$ cat src/verilog/sounder_pkg.sv
// Channel sounder shared types, register map, PN tap table and LFSR helpers
package sounder_pkg;

   // Serial port word widths
   localparam int SADDR_W    = 7;
   localparam int SDATA_W    = 32;
   // Converter widths
   localparam int DAC_W      = 14;
   localparam int ADC_W      = 12;
   // Correlator
   localparam int ACC_W      = 24;
   localparam int PN_MAX_DEG = 10;
   localparam int LAG_W      = 10;

   // Register addresses seen on the serial port
   typedef enum logic [SADDR_W-1:0] {
      REG_MODE   = 7'd0,
      REG_DEGREE = 7'd1,
      REG_RATE   = 7'd2,
      REG_AMPL   = 7'd3
   } reg_addr_e;

   typedef struct packed {
      logic        tx_en;
      logic        rx_en;
      logic [3:0]  degree;
      logic [15:0] rate;
      logic [12:0] ampl;
   } sounder_cfg_t;

   // Payload of one serial write, qualified by a separate strobe
   typedef struct packed {
      logic [SADDR_W-1:0] addr;
      logic [SDATA_W-1:0] data;
   } sreg_wr_t;

   typedef struct packed {
      logic [LAG_W-1:0]        lag;
      logic signed [ACC_W-1:0] acc_i;
      logic signed [ACC_W-1:0] acc_q;
   } imp_tap_t;

   // Feedback masks, bit n-1 set for tap n of the primitive polynomial
   localparam logic [PN_MAX_DEG-1:0] pn_taps [4:PN_MAX_DEG] = '{
      10'h00c,  // x^4 + x^3 + 1
      10'h014,  // x^5 + x^3 + 1
      10'h030,  // x^6 + x^5 + 1
      10'h060,  // x^7 + x^6 + 1
      10'h0b8,  // x^8 + x^6 + x^5 + x^4 + 1
      10'h110,  // x^9 + x^5 + 1
      10'h240   // x^10 + x^7 + 1
   };

   // Ones in the low degree bits, also the code period 2^degree-1
   function automatic logic [PN_MAX_DEG-1:0] pn_mask(input logic [3:0] degree);
      logic [PN_MAX_DEG:0] full;
      full         = '0;
      full[degree] = 1'b1;
      return PN_MAX_DEG'(full - 1'b1);
   endfunction

   // One Fibonacci step, new bit enters at the bottom
   function automatic logic [PN_MAX_DEG-1:0] pn_next(input logic [PN_MAX_DEG-1:0] state,
                                                      input logic [3:0] degree);
      logic fb;
      fb = ^(state & pn_taps[degree]);
      return {state[PN_MAX_DEG-2:0], fb};
   endfunction

   // Current chip is the oldest stage of the active length
   function automatic logic pn_chip(input logic [PN_MAX_DEG-1:0] state,
                                    input logic [3:0] degree);
      return state[degree - 4'd1];
   endfunction

endpackage

$ cat src/verilog/serial_io.sv
// Serial port slave that turns 40-bit sclk/sdi/sen frames into register writes
module serial_io (
   input  logic                  clk_i,
   input  logic                  arst_n_i,
   input  logic                  sclk_i,
   input  logic                  sdi_i,
   input  logic                  sen_i,
   output logic                  wr_stb_o,
   output sounder_pkg::sreg_wr_t wr_o
);
   import sounder_pkg::*;

   localparam int FRAME_BITS = 8 + SDATA_W;

   // Two flop synchronizers, third sclk/sen flop for edge detection
   logic [1:0] sclk_sync, sdi_sync, sen_sync;
   logic       sclk_d, sen_d;
   logic       sclk_rise, sen_fall;
   logic [5:0] bit_cnt;
   logic [FRAME_BITS-1:0] shift;
   logic       frame_ok;
   logic [1:0] ok_pipe;

   assign sclk_rise = sclk_sync[1] & ~sclk_d;
   assign sen_fall  = sen_d & ~sen_sync[1];
   assign frame_ok  = sen_fall && (bit_cnt == 6'(FRAME_BITS));

   always_ff @(posedge clk_i or negedge arst_n_i) begin
      if (!arst_n_i) begin
         sclk_sync <= '0;
         sdi_sync  <= '0;
         sen_sync  <= '0;
         sclk_d    <= 1'b0;
         sen_d     <= 1'b0;
      end else begin
         sclk_sync <= {sclk_sync[0], sclk_i};
         sdi_sync  <= {sdi_sync[0], sdi_i};
         sen_sync  <= {sen_sync[0], sen_i};
         sclk_d    <= sclk_sync[1];
         sen_d     <= sen_sync[1];
      end
   end

   // Bit counter saturates so long frames never alias to 40
   always_ff @(posedge clk_i or negedge arst_n_i) begin
      if (!arst_n_i) begin
         bit_cnt <= '0;
      end else if (!sen_sync[1]) begin
         bit_cnt <= '0;
      end else if (sclk_rise && bit_cnt != 6'h3f) begin
         bit_cnt <= bit_cnt + 6'd1;
      end
   end

   // MSB first shift register
   always_ff @(posedge clk_i) begin
      if (sen_sync[1] && sclk_rise) begin
         shift <= {shift[FRAME_BITS-2:0], sdi_sync[1]};
      end
   end

   // Address top bit is dropped
   always_ff @(posedge clk_i) begin
      if (frame_ok) begin
         wr_o.addr <= shift[SDATA_W +: SADDR_W];
         wr_o.data <= shift[SDATA_W-1:0];
      end
   end

   // Strobe lands three clocks after the sen fall is seen
   always_ff @(posedge clk_i or negedge arst_n_i) begin
      if (!arst_n_i) begin
         ok_pipe  <= '0;
         wr_stb_o <= 1'b0;
      end else begin
         ok_pipe  <= {ok_pipe[0], frame_ok};
         wr_stb_o <= ok_pipe[1];
      end
   end

   // One write per frame, sen must drop and rise between writes
   assert property (@(posedge clk_i) disable iff (!arst_n_i) wr_stb_o |=> !wr_stb_o);

endmodule

$ cat src/verilog/sounder_ctrl.sv
// Sounder control registers and sample strobe divider for transmit and receive
module sounder_ctrl (
   input  logic                      clk_i,
   input  logic                      arst_n_i,
   input  logic                      wr_stb_i,
   input  sounder_pkg::sreg_wr_t     wr_i,
   output sounder_pkg::sounder_cfg_t cfg_o,
   output logic                      code_restart_o,
   output logic                      tx_stb_o,
   output logic                      rx_stb_o
);
   import sounder_pkg::*;

   logic [3:0]  degree_clamped;
   logic [15:0] div_cnt;
   logic        tick;

   // Out of range degrees pinned to the table limits
   always_comb begin
      if (wr_i.data < 32'd4) begin
         degree_clamped = 4'd4;
      end else if (wr_i.data > 32'(PN_MAX_DEG)) begin
         degree_clamped = 4'(PN_MAX_DEG);
      end else begin
         degree_clamped = wr_i.data[3:0];
      end
   end

   // Register file
   always_ff @(posedge clk_i or negedge arst_n_i) begin
      if (!arst_n_i) begin
         cfg_o          <= '{tx_en: 1'b0, rx_en: 1'b0, degree: 4'd4, rate: '0, ampl: '0};
         code_restart_o <= 1'b0;
      end else begin
         code_restart_o <= 1'b0;
         if (wr_stb_i) begin
            case (reg_addr_e'(wr_i.addr))
               REG_MODE: begin
                  cfg_o.tx_en <= wr_i.data[0];
                  cfg_o.rx_en <= wr_i.data[1];
               end
               REG_DEGREE: begin
                  cfg_o.degree   <= degree_clamped;
                  code_restart_o <= 1'b1;
               end
               REG_RATE: cfg_o.rate <= wr_i.data[15:0];
               REG_AMPL: cfg_o.ampl <= wr_i.data[12:0];
               // Unknown addresses are ignored
               default: ;
            endcase
         end
      end
   end

   // Divider period is rate+1, any write restarts it
   assign tick = (div_cnt == cfg_o.rate) && !wr_stb_i;

   always_ff @(posedge clk_i or negedge arst_n_i) begin
      if (!arst_n_i) begin
         div_cnt <= '0;
      end else if (wr_stb_i || tick) begin
         div_cnt <= '0;
      end else begin
         div_cnt <= div_cnt + 16'd1;
      end
   end

   // Both strobes share the tick so tx and rx stay chip aligned
   always_ff @(posedge clk_i or negedge arst_n_i) begin
      if (!arst_n_i) begin
         tx_stb_o <= 1'b0;
         rx_stb_o <= 1'b0;
      end else begin
         tx_stb_o <= tick & cfg_o.tx_en;
         rx_stb_o <= tick & cfg_o.rx_en;
      end
   end

   assert property (@(posedge clk_i) disable iff (!arst_n_i)
      wr_stb_i |=> cfg_o.degree inside {[4:PN_MAX_DEG]});

endmodule

$ cat src/verilog/pn_transmitter.sv
// PN transmitter producing +/-ampl I samples from a maximal-length sequence
module pn_transmitter (
   input  logic                                   clk_i,
   input  logic                                   arst_n_i,
   input  logic                                   code_restart_i,
   input  logic                                   tx_stb_i,
   input  sounder_pkg::sounder_cfg_t              cfg_i,
   output logic signed [sounder_pkg::DAC_W-1:0]   tx_i_o,
   output logic signed [sounder_pkg::DAC_W-1:0]   tx_q_o
);
   import sounder_pkg::*;

   logic [PN_MAX_DEG-1:0]   lfsr;
   logic signed [DAC_W-1:0] amp_pos;
   logic signed [DAC_W-1:0] amp_neg;

   assign amp_pos = signed'({1'b0, cfg_i.ampl});
   assign amp_neg = -amp_pos;

   // Code generator, all ones seed on degree change
   always_ff @(posedge clk_i or negedge arst_n_i) begin
      if (!arst_n_i) begin
         lfsr <= '1;
      end else if (code_restart_i) begin
         lfsr <= '1;
      end else if (tx_stb_i) begin
         lfsr <= pn_next(lfsr, cfg_i.degree);
      end
   end

   // Chip 1 maps to +ampl, chip 0 to -ampl
   always_ff @(posedge clk_i) begin
      if (tx_stb_i && !code_restart_i) begin
         tx_i_o <= pn_chip(lfsr, cfg_i.degree) ? amp_pos : amp_neg;
      end
   end

   // Real valued probe, Q rail unused
   assign tx_q_o = '0;

   // Lockup state would stop the code
   assert property (@(posedge clk_i) disable iff (!arst_n_i)
      !code_restart_i |-> (lfsr & pn_mask(cfg_i.degree)) != '0);

endmodule

$ cat src/verilog/dac_interface.sv
// DAC interface that interleaves I and Q words and flags the I word with sync
module dac_interface (
   input  logic                                 clk_i,
   input  logic                                 arst_n_i,
   input  logic                                 ena_i,
   input  logic                                 strobe_i,
   input  logic signed [sounder_pkg::DAC_W-1:0] tx_i_i,
   input  logic signed [sounder_pkg::DAC_W-1:0] tx_q_i,
   output logic [sounder_pkg::DAC_W-1:0]        tx_data_o,
   output logic                                 tx_sync_o
);
   import sounder_pkg::*;

   typedef enum logic {IDLE, SEND_Q} dac_state_e;

   dac_state_e state;
   // Samples settle one clock after the strobe
   logic       strobe_d;

   always_ff @(posedge clk_i or negedge arst_n_i) begin
      if (!arst_n_i) begin
         strobe_d  <= 1'b0;
         state     <= IDLE;
         tx_data_o <= '0;
         tx_sync_o <= 1'b0;
      end else if (!ena_i) begin
         strobe_d  <= 1'b0;
         state     <= IDLE;
         tx_data_o <= '0;
         tx_sync_o <= 1'b0;
      end else begin
         strobe_d  <= strobe_i;
         tx_sync_o <= 1'b0;
         case (state)
            IDLE: begin
               // Q word stays on the bus between samples
               if (strobe_d) begin
                  tx_data_o <= tx_i_i;
                  tx_sync_o <= 1'b1;
                  state     <= SEND_Q;
               end
            end
            SEND_Q: begin
               tx_data_o <= tx_q_i;
               state     <= IDLE;
            end
            default: state <= IDLE;
         endcase
      end
   end

   // Every I word is followed by a Q word
   assert property (@(posedge clk_i) disable iff (!arst_n_i) tx_sync_o |=> !tx_sync_o);

endmodule

$ cat src/verilog/pn_correlator.sv
// Sliding PN correlator emitting one impulse response tap per code period
module pn_correlator (
   input  logic                                 clk_i,
   input  logic                                 arst_n_i,
   input  logic                                 code_restart_i,
   input  logic                                 rx_stb_i,
   input  logic                                 tap_ack_i,
   input  logic                                 clear_status_i,
   input  sounder_pkg::sounder_cfg_t            cfg_i,
   input  logic signed [sounder_pkg::ADC_W-1:0] adc_i_i,
   input  logic signed [sounder_pkg::ADC_W-1:0] adc_q_i,
   output logic                                 tap_req_o,
   output logic                                 rx_overrun_o,
   output sounder_pkg::imp_tap_t                tap_o
);
   import sounder_pkg::*;

   typedef enum logic [1:0] {IDLE, REQ, WAIT_ACK_LOW} hs_state_e;

   hs_state_e               hs_state;
   logic [PN_MAX_DEG-1:0]   replica;
   logic [LAG_W-1:0]        chip_cnt;
   logic [LAG_W-1:0]        lag;
   logic [LAG_W-1:0]        last_idx;
   logic                    chip;
   logic                    period_done;
   logic signed [ACC_W-1:0] acc_i, acc_q;
   logic signed [ACC_W-1:0] sum_i, sum_q;

   // N-1 is both the last chip index and the last lag
   assign last_idx    = LAG_W'(pn_mask(cfg_i.degree)) - 1'b1;
   assign chip        = pn_chip(replica, cfg_i.degree);
   assign period_done = rx_stb_i && !code_restart_i && (chip_cnt == last_idx);

   // Despread the current sample
   assign sum_i = chip ? acc_i + ACC_W'(adc_i_i) : acc_i - ACC_W'(adc_i_i);
   assign sum_q = chip ? acc_q + ACC_W'(adc_q_i) : acc_q - ACC_W'(adc_q_i);

   always_ff @(posedge clk_i or negedge arst_n_i) begin
      if (!arst_n_i) begin
         replica  <= '1;
         chip_cnt <= '0;
         lag      <= '0;
         acc_i    <= '0;
         acc_q    <= '0;
      end else if (code_restart_i) begin
         replica  <= '1;
         chip_cnt <= '0;
         lag      <= '0;
         acc_i    <= '0;
         acc_q    <= '0;
      end else if (rx_stb_i) begin
         if (chip_cnt == last_idx) begin
            // Replica holds here, next period slides by one chip
            chip_cnt <= '0;
            acc_i    <= '0;
            acc_q    <= '0;
            lag      <= (lag == last_idx) ? '0 : lag + 1'b1;
         end else begin
            replica  <= pn_next(replica, cfg_i.degree);
            chip_cnt <= chip_cnt + 1'b1;
            acc_i    <= sum_i;
            acc_q    <= sum_q;
         end
      end
   end

   // Tap register only loads with no transfer open
   always_ff @(posedge clk_i) begin
      if (period_done && hs_state == IDLE) begin
         tap_o.lag   <= lag;
         tap_o.acc_i <= sum_i;
         tap_o.acc_q <= sum_q;
      end
   end

   // Four phase req/ack
   always_ff @(posedge clk_i or negedge arst_n_i) begin
      if (!arst_n_i) begin
         hs_state <= IDLE;
      end else begin
         case (hs_state)
            IDLE:         if (period_done) hs_state <= REQ;
            REQ:          if (tap_ack_i) hs_state <= WAIT_ACK_LOW;
            WAIT_ACK_LOW: if (!tap_ack_i) hs_state <= IDLE;
            default:      hs_state <= IDLE;
         endcase
      end
   end

   assign tap_req_o = (hs_state == REQ);

   // Sticky until software clears it, a new loss wins over the clear
   always_ff @(posedge clk_i or negedge arst_n_i) begin
      if (!arst_n_i) begin
         rx_overrun_o <= 1'b0;
      end else if (period_done && hs_state != IDLE) begin
         rx_overrun_o <= 1'b1;
      end else if (clear_status_i) begin
         rx_overrun_o <= 1'b0;
      end
   end

   assert property (@(posedge clk_i) disable iff (!arst_n_i)
      tap_req_o && $past(tap_req_o) |-> tap_o == $past(tap_o));

endmodule

$ cat src/verilog/usrp_sounder.sv
// Channel sounder top tying the serial port, control, PN transmit and receive paths
module usrp_sounder (
   input  logic                          clk_i,
   input  logic                          arst_n_i,
   input  logic                          sclk_i,
   input  logic                          sdi_i,
   input  logic                          sen_i,
   input  logic                          clear_status_i,
   input  logic [sounder_pkg::ADC_W-1:0] rx_a_a_i,
   input  logic [sounder_pkg::ADC_W-1:0] rx_b_a_i,
   output logic [sounder_pkg::DAC_W-1:0] tx_a_o,
   output logic                          txsync_a_o,
   output logic                          tap_req_o,
   input  logic                          tap_ack_i,
   output sounder_pkg::imp_tap_t         tap_o,
   output logic                          rx_overrun_o
);
   import sounder_pkg::*;

   sreg_wr_t                serial_wr;
   logic                    serial_stb;
   sounder_cfg_t            cfg;
   logic                    code_restart;
   logic                    tx_stb, rx_stb;
   logic signed [DAC_W-1:0] tx_i, tx_q;

   serial_io u_serial_io (
      .clk_i(clk_i), .arst_n_i(arst_n_i),
      .sclk_i(sclk_i), .sdi_i(sdi_i), .sen_i(sen_i),
      .wr_stb_o(serial_stb), .wr_o(serial_wr)
   );

   sounder_ctrl u_ctrl (
      .clk_i(clk_i), .arst_n_i(arst_n_i),
      .wr_stb_i(serial_stb), .wr_i(serial_wr),
      .cfg_o(cfg), .code_restart_o(code_restart),
      .tx_stb_o(tx_stb), .rx_stb_o(rx_stb)
   );

   // Transmit side
   pn_transmitter u_tx (
      .clk_i(clk_i), .arst_n_i(arst_n_i),
      .code_restart_i(code_restart), .tx_stb_i(tx_stb), .cfg_i(cfg),
      .tx_i_o(tx_i), .tx_q_o(tx_q)
   );

   dac_interface u_dac (
      .clk_i(clk_i), .arst_n_i(arst_n_i),
      .ena_i(cfg.tx_en), .strobe_i(tx_stb),
      .tx_i_i(tx_i), .tx_q_i(tx_q),
      .tx_data_o(tx_a_o), .tx_sync_o(txsync_a_o)
   );

   // Receive side, first ADC pair only
   pn_correlator u_corr (
      .clk_i(clk_i), .arst_n_i(arst_n_i),
      .code_restart_i(code_restart), .rx_stb_i(rx_stb),
      .tap_ack_i(tap_ack_i), .clear_status_i(clear_status_i), .cfg_i(cfg),
      .adc_i_i(rx_a_a_i), .adc_q_i(rx_b_a_i),
      .tap_req_o(tap_req_o), .rx_overrun_o(rx_overrun_o), .tap_o(tap_o)
   );

endmodule

$ cat config.mk
export PLATFORM = sky130hd
export DESIGN_NAME = usrp_sounder
export DESIGN_NICKNAME = d
export VERILOG_FILES = /design/src/verilog/sounder_pkg.sv /design/src/verilog/serial_io.sv /design/src/verilog/sounder_ctrl.sv /design/src/verilog/pn_transmitter.sv /design/src/verilog/dac_interface.sv /design/src/verilog/pn_correlator.sv /design/src/verilog/usrp_sounder.sv
export SDC_FILE = /design/constraint.sdc
export NUM_CORES = 1
export LEC_CHECK = 0
export ABC_AREA = 1
export ABC_CLOCK_PERIOD_IN_PS = 9420
export BUFFER_PORTS_ARGS = -buffer_cell sky130_fd_sc_hd__buf_2
export CORE_MARGIN = 1.5
export CORE_UTILIZATION = 50
export CTS_CLUSTER_DIAMETER = 80
export DETAILED_ROUTE_END_ITERATION = 7
export PLACE_DENSITY = 0.64
export SLEW_MARGIN = 20
export SYNTH_ARGS = -nofsm -noshare
export SYNTH_HDL_FRONTEND = slang
export SYNTH_SLANG_ARGS = --single-unit
$ cat constraint.sdc
create_clock -name clk_i -period 9.42 [get_ports clk_i]
set_input_delay 0.471 -clock clk_i [delete_from_list [all_inputs] [get_ports clk_i]]
set_output_delay 0.471 -clock clk_i [all_outputs]
set_load 0.1 [all_outputs]
==> results of run 1 <==
==> registers in the layout, indices dropped and copies added (netlist names), 2 cells and up <==
register / flops
u_corr.acc_i: 24
u_corr.acc_q: 24
u_corr.chip_cnt: 10
u_corr.hs_state: 2
u_corr.lag: 10
u_corr.replica: 10
u_corr.tap_o: 58
u_ctrl.cfg_o: 35
u_ctrl.div_cnt: 16
u_dac.tx_data_o: 14
u_serial_io.bit_cnt: 6
u_serial_io.ok_pipe: 2
u_serial_io.sclk_sync: 2
u_serial_io.sdi_sync: 2
u_serial_io.sen_sync: 2
u_serial_io.shift: 39
u_serial_io.wr_o: 39
u_tx.lfsr: 10
u_tx.tx_i_o: 14
==> Yosys cell counts, drive strengths merged <==
library cell / count
nor2: 187
nand4: 18
nor4: 9
a211oi: 1
dfrtp: 157
nand2: 474
a22oi: 9
fa: 2
a21boi: 1
nor3: 38
xor2: 78
o211ai: 2
dfstp: 21
ha: 61
xnor2: 36
o22ai: 4
mux2: 3
or2: 6
a21o: 3
o21bai: 6
a21oi: 80
o21ai: 101
o41ai: 1
nand3b: 8
nand3: 102
and3: 1
buf: 14
o21a: 3
inv: 209
nor3b: 7
a31oi: 6
edfxtp: 150
and3b: 1
a31o: 1
clkbuf: 18
==> cells in the final DEF, fill, tap and decap left out, types with 9 or more instances in the layout <==
cell       instances
xnor2_1           35
clkinv_1          11
nand3_1          100
nor3_1            36
dfstp_2           21
nand2_1          471
clkbuf_16         37
a22oi_1            9
edfxtp_1         150
inv_1            207
ha_1              61
nor2_1           182
o21ai_0           98
a21oi_1           80
xor2_1            78
dfrtp_1          157
nand4_1           18
buf_2            104
==> worst paths after layout <==
check	startpoint	endpoint	slack (ns)	depth (start not counted)
max in group asynchronous	arst_n_i	u_tx.lfsr[5]$_DFFE_PN1P_	7.05	4
min reg2reg	u_serial_io.ok_pipe[0]$_DFF_PN0_	u_serial_io.ok_pipe[1]$_DFF_PN0_	0.34	0
min in group asynchronous	arst_n_i	u_serial_io.bit_cnt[0]$_DFFE_PN0P_	0.53	2
max	u_ctrl.cfg_o[29]$_DFFE_PN0P_	u_corr.acc_i[22]$_DFFE_PN0P_	4.30	18
max reg2reg	u_ctrl.cfg_o[29]$_DFFE_PN0P_	u_corr.acc_i[22]$_DFFE_PN0P_	4.30	18
min	sdi_i	u_serial_io.sdi_sync[0]$_DFF_PN0_	0.05	1
==> stage by stage <==
stage | hold WS, ns | worst slack (ns) | utilization, %
6_report | 0.0454 | 4.30 | 57.6
5_1_grt | 0.0205 | 3.71 | 57.6
4_1_cts | 0.0255 | 4.30 | 57.6
3_5_place_dp | 0.335 | 4.32 | 53.8
3_3_place_gp | 0.333 | 4.52 | 53.8
2_1_floorplan | 0.175 | 2.78 | -
==> area by class of cell <==
type,instances,area [µm²],share of cell area (%)
Inverter,209,785,4.19
Clock buffer,40,947,5.05
Tap cell,442,553,2.95
Sequential cell,328,8980,47.9
Multi-Input combinational cell,1249,6590,35.2
Clock inverter,28,279,1.49
Timing Repair Buffer,114,604,3.22
==> per-layer routing <==
| layer | track usage [%] | vias up | part of all wire (%) |
|---|---|---|---|
| met5 | 0 | - | 0 |
| met4 | 6.50 | 0 | 2.4 |
| met3 | 3.48 | 61 | 4.6 |
| met2 | 35.1 | 292 | 46 |
| met1 | 30.4 | 5919 | 47 |
| li1 | - | 6210 | - |
==> logic make-up (layout without fill, tap and decap cells) <==
family	count (synthesis)	in the layout	share of synthesized area (%)
compound gates	218	218	7.13
xor+xnor	114	114	6.09
fa+ha+maj	63	63	4.87
buf+inv	241	391	5.79
flops	328	328	54.4
mux	3	3	0.205
simple gates	851	851	21.5
==> repair_timing <==
| item | 4_1_cts | 5_1_grt |
|---|---|---|
| endpoints found under the hold margin | 23 | 0 |
| buffers inserted | 0 | 0 |
| hold buffers | 1 | 0 |
==> power by group <==
| group | total [mW] | leakage [nW] | internal (mW) | switching [mW] |
|---|---|---|---|---|
| registers | 1.51 | 3.44 | 1.51 | 0.00332 |
| clock network | 1.43 | 0.589 | 0.825 | 0.606 |
| logic | 0.173 | 4.25 | 0.0565 | 0.116 |
==> results.yml, run 1 <==
outcome:
  status: "completed"
worst_setup_path:
  cpMostUsedCell: "nand2_1"
  crit_family: "compound AO/OA/AOI/OAI gates"
  worstSetupStartpointType: "flop"
  crit_fanout: 21
  critPathMaxStageDelay_ns: 0.54
  critPathSlowestCell: "dfrtp_1"
  arrival_ns: 5.59
  cp_cell_sequence: "inv_1, ha_1, or2_2, nand2_1, nor2_1, nand3_1, nand2_1, o21ai_0, inv_1, fa_1, o21ai_0, a21boi_0, o21ai_0, nand3_1, nand2_1, xor2_1, nand2_1, nand2_1"
  critPathKind: "flop to flop"
  crit_buf_inv: 2
  crit_path_end_kind: "flop"
  crit_required_ns: 9.89
sta:
  finalCriticalPeriod_ns: 5.12
  finalSetupTns_ns: 0
  rsz0062_at_grt: "no"
  drv_slew: 0
  fmax_mhz: 195
  worstMarginPinSlew_ns: 0.973
  relSlewSlack_pct: 35.0
  fin_worst_skew_ns: 0.0220
  finalHoldViolCount: 0
  fin_crit_sh_pct: 54.3
  setup_violations: 0
floorplan:
  die_w_um: 185
  pin_count: 106
  dieArea_um2: 34100
  initial_core_util_pct: 50.7
  rows: 66
  coreArea_um2: 32500
  die-height_um: 185
clock_network:
  numCtsBuffers: 37
  h-tree-depth: 2
  tritoncts: "done"
  cts.sink_count: 328
  cts_root_buf: "clkbuf_16"
  cts-resized-gates: 0
  clk_path_buf_depth: 3
  clkSlewWorstSetupHoldPaths_ns: 0.06
  clkLatencyLatePin_ns: 0.54
drt:
  drt-wirelength-per-cell_um: 14.9
  wl_mm: 36.0
  dr.pass1.iters: 7
  antenna_left: 0
  drt_iter0_markers: 839
  drc: 0
  vias_per_cell: 5.18
  via_count: 12482
placement:
  placedCellCount: 2341
  place_congestion: 0.911
  port_buffers: 105
  dpl_cell_area_um2: 17500
  place_hpwl_mm: 25.7
power_and_ir_drop:
  ir_drop_mv: 0.164
  p_leak_nw: 8.29
  power_density_nw_per_um2: 166
  p_total_mw: 3.11
grt:
  grt_use_total_pct: 21.8
  grt_pass1_vias: 12117
  grt_remaining_overflow: 0
  grt_pass1_wl_mm: 59.6
  antenna_found_initial: 0
  grt_start_max_net_pins: 77
finish:
  finalInstanceArea_um2: 18700
  nFillCells: 2939
  syn_to_final_growth_pct: 13.5
  drive_above_1_share_pct: 11.0
  final_cells: 2410
  diodes: 0
  final_nets: 2033
logic_synthesis:
  synth_seq_cells: 328
  synth_cell_types: 47
  synthTopCellsByArea: "edfxtp_1, dfrtp_1, nand2_1"
  yosys.area.top_type: "edfxtp_1"
  synth_top_cell_area_share_pct: 27.3
  syn_nets: 1912
  synth_area_um2: 16500
  avgSynthCellArea_um2: 9.08
  ys.warnings.count: 0
  syn_inst: 1818
  yosysSeqAreaShare_pct: 54.4
run:
  cap_violations: 0
hold_path:
  hp-class: "primary input to flop"
(Power assumes the default switching activity.)
==> run 2: changes to the inputs <==
--- a/config.mk
+++ b/config.mk
@@ -5,8 +5,8 @@
 export SDC_FILE = /design/constraint.sdc
 export NUM_CORES = 1
 export LEC_CHECK = 0
-export ABC_AREA = 1
-export ABC_CLOCK_PERIOD_IN_PS = 9420
+export ABC_AREA = 0
+export ABC_CLOCK_PERIOD_IN_PS = 5000
 export BUFFER_PORTS_ARGS = -buffer_cell sky130_fd_sc_hd__buf_2
 export CORE_MARGIN = 1.5
 export CORE_UTILIZATION = 50
==> constraint.sdc (replaced) <==
create_clock -name clk_i -period 5 [get_ports clk_i]
set_input_delay 0.25 -clock clk_i [delete_from_list [all_inputs] [get_ports clk_i]]
set_output_delay 0.25 -clock clk_i [all_outputs]
set_load 0.1 [all_outputs]
==> run 2 against run 1 <==
Against the previous run:
- critical path depth fell by 2
- total power rose by 86%
- register-to-register slack got worse by 3.9 ns
- flip-flop and latch count did not move
- largest cell class unchanged
==> results.yml, run 2 <==
outcome:
  status: "completed"
logic_synthesis:
  yosys.area.top_type: "edfxtp_1"
  synth_seq_cells: 328
  ys.warnings.count: 0
  synth_area_um2: 16300
  synth_ff_type: "dfrtp_1"
  synthTopCellsByArea: "edfxtp_1, dfrtp_1, ha_1"
  syn_inst: 1383
  yosysMostFrequentCell: "dfrtp_1"
  synth_top_cell_area_share_pct: 27.7
  synth_common_cells: "dfrtp_1, edfxtp_1, nor2_1"
  avgSynthCellArea_um2: 11.8
  synth_edf_count: 150
  synth_cell_types: 79
  yosysSeqAreaShare_pct: 55.2
  syn_nets: 1477
  async_reset_ff_share_pct: 54.3
drt:
  drc: 0
  drt-wirelength-per-cell_um: 17.3
  drt_iter0_markers: 768
  antenna_left: 0
  dr.pass1.iters: 7
  via_count: 11019
  wl_mm: 33.9
  vias_per_cell: 5.62
clock_network:
  clkLatencyLatePin_ns: 0.54
  h-tree-depth: 2
  cts.sink_count: 328
  clk_path_buf_depth: 3
  numCtsBuffers: 37
  tritoncts: "done"
  cts_root_buf: "clkbuf_16"
  clkSlewWorstSetupHoldPaths_ns: 0.06
sta:
  finalHoldViolCount: 0
  finalCriticalPeriod_ns: 4.55
  drv_slew: 0
  relSlewSlack_pct: 42.3
  setup_violations: 0
  worstMarginPinSlew_ns: 0.844
  fin_ws_ns: 0.450
  rsz0062_at_grt: "no"
  fin_crit_sh_pct: 91.0
  fmax_mhz: 220
  fin_worst_skew_ns: 0.0179
  finalSetupTns_ns: 0
worst_setup_path:
  crit_path_end_kind: "flop"
  worstSetupStartpointType: "flop"
  crit_required_ns: 5.29
  arrival_ns: 4.84
  critPathKind: "flop to flop"
  crit_fanout: 16
power_and_ir_drop:
  switchingPower_mw: 1.23
  p_leak_nw: 7.78
  internal-power_mw: 4.57
  ir_drop_mv: 0.325
  swShare_pct: 21.2
  pwr-share-seq_pct: 49.0
  p_comb_share_pct: 3.6
  clkPwrFrac_pct: 47.4
  power_density_nw_per_um2: 312
finish:
  syn_to_final_growth_pct: 14.3
  most-common-layout-cells: "dfrtp_1, edfxtp_1, buf_2"
  final_nets: 1592
  largest_reg_flops: 58
  drive_above_1_share_pct: 17.2
  top_register: "u_corr.tap_o"
  final_common_cell: "dfrtp_1"
  nFillCells: 2669
  final_cells: 1962
  largest_registers: "u_corr.tap_o: 58 flops, u_serial_io.shift: 39 flops, u_serial_io.wr_o: 39 flops"
  diodes: 0
grt:
  antenna_found_initial: 0
  grt_pass1_vias: 10924
  grt_use_total_pct: 20.4
  grt_pass1_wl_mm: 55.4
  grt_remaining_overflow: 0
  grt_start_max_net_pins: 106
floorplan:
  dieArea_um2: 33600
  rows: 65
  die_w_um: 183
  pin_count: 106
  coreArea_um2: 31800
  initial_core_util_pct: 51.2
  die-height_um: 183
hold_path:
  hp-class: "primary input to flop"
run:
  cap_violations: 0
placement:
  placedCellCount: 1888
  place_congestion: 0.873
  place_hpwl_mm: 22.9
  pre_cts_slack_ns: 0.514
  port_buffers: 105
## run 2: cell types whose count changed after synthesis, sizes merged, moves of 38 or more
cell | previous run | this run
nand2 | 474 | 88
nand3 | 102 | 33
a22o | 0 | 48
nor2 | 187 | 88
inv | 209 | 46
xnor2 | 36 | 80
mux2 | 3 | 41
## run 2: area by class of cell
cell class | instances | area, µm² | share of cell area [%]
clock buffer | 50 | 1030 | 5.52
clock inverter | 18 | 215 | 1.16
inverter | 46 | 173 | 0.929
multi-input combinational | 959 | 6920 | 37.2
sequential | 328 | 8980 | 48.3
tap | 435 | 544 | 2.93
timing repair buffer | 126 | 732 | 3.94
## run 2: cell families after synthesis
logic type,Yosys count,share of synthesized area [%]
and+or+nand+nor,366,11.4
AOI/OAI and AO/OA,318,13.2
xor gates and xnor gates,136,7.41
muxes,75,5.26
buffers and inverters,96,2.50
adders and majority gates,64,5.00
DFF,328,55.2
## run 2: worst max-delay path, stage by stage, from the launching register on
cell       delay, ns
dfrtp_1         0.37
inv_1           0.14
ha_1            0.30
mux4_2          0.29
mux2i_1         0.21
mux2_2          0.41
nand2_1         0.11
xnor2_1         0.14
ha_1            0.39
a2111oi_0       0.82
nand2_1         0.08
o21ai_0         0.17
nor3_1          0.09
o21ai_0         0.12
a31oi_1         0.15
or3_1           0.34
and2_1          0.17
## run 2: routing by layer
| layer | up-vias | share of wire (%) | track usage, % |
|---|---|---|---|
| li1 | 5333 | - | - |
| met2 | 253 | 47 | 33.5 |
| met4 | 0 | 2.5 | 6.56 |
| met3 | 59 | 4.5 | 3.36 |
| met1 | 5374 | 46 | 27.8 |
| met5 | - | 0 | 0 |
## run 2: worst paths after layout
kind,slack (ns),cells past startpoint,endpoint,start
max,0.45,16,u_corr.tap_o[44]$_DFFE_PP_,u_ctrl.cfg_o[30]$_DFFE_PN0P_
min,0.13,2,u_corr.tap_o[0]$_DFFE_PP_,rx_b_a_i[0]
max reg2reg,0.45,16,u_corr.tap_o[44]$_DFFE_PP_,u_ctrl.cfg_o[30]$_DFFE_PN0P_
min reg2reg,0.35,0,u_serial_io.sen_sync[1]$_DFF_PN0_,u_serial_io.sen_sync[0]$_DFF_PN0_
max in group asynchronous,3.69,3,u_serial_io.sen_sync[0]$_DFF_PN0_,arst_n_i
min in group asynchronous,0.31,2,u_corr.rx_overrun_o$_DFFE_PN0P_,arst_n_i
## run 2: per-stage QoR
| stage | total power, mW | util, % | area (µm²) | hold slack [ns] |
|---|---|---|---|---|
| final | 5.80 | 58.5 | 18600 | 0.134 |
| after global routing | 6.00 | 58.5 | 18600 | 0.120 |
| after CTS | 5.87 | 58.5 | 18600 | 0.104 |
| after detailed placement | 3.10 | 54.4 | 17300 | 0.325 |
| after global placement | 3.10 | 54.4 | 17300 | 0.323 |
| after floorplan | 3.01 | - | 16300 | -0.0456 |
## run 2: what timing repair did
item                                   CTS  global route
hold buffers                             6             0
endpoints found under the hold margin   69             0
gates resized for setup                  0             0
setup endpoints to repair                0             0
buffers inserted                         0             0
## run 2: power by group through the flow
stage | logic [mW] | clock network [mW] | registers (mW)
3_3_place_gp | 0.206 | 0 | 2.89
2_1_floorplan | 0.122 | 0 | 2.89
3_5_place_dp | 0.208 | 0 | 2.89
6_report | 0.211 | 2.74 | 2.84
5_1_grt | 0.237 | 2.92 | 2.84
4_1_cts | 0.213 | 2.82 | 2.84
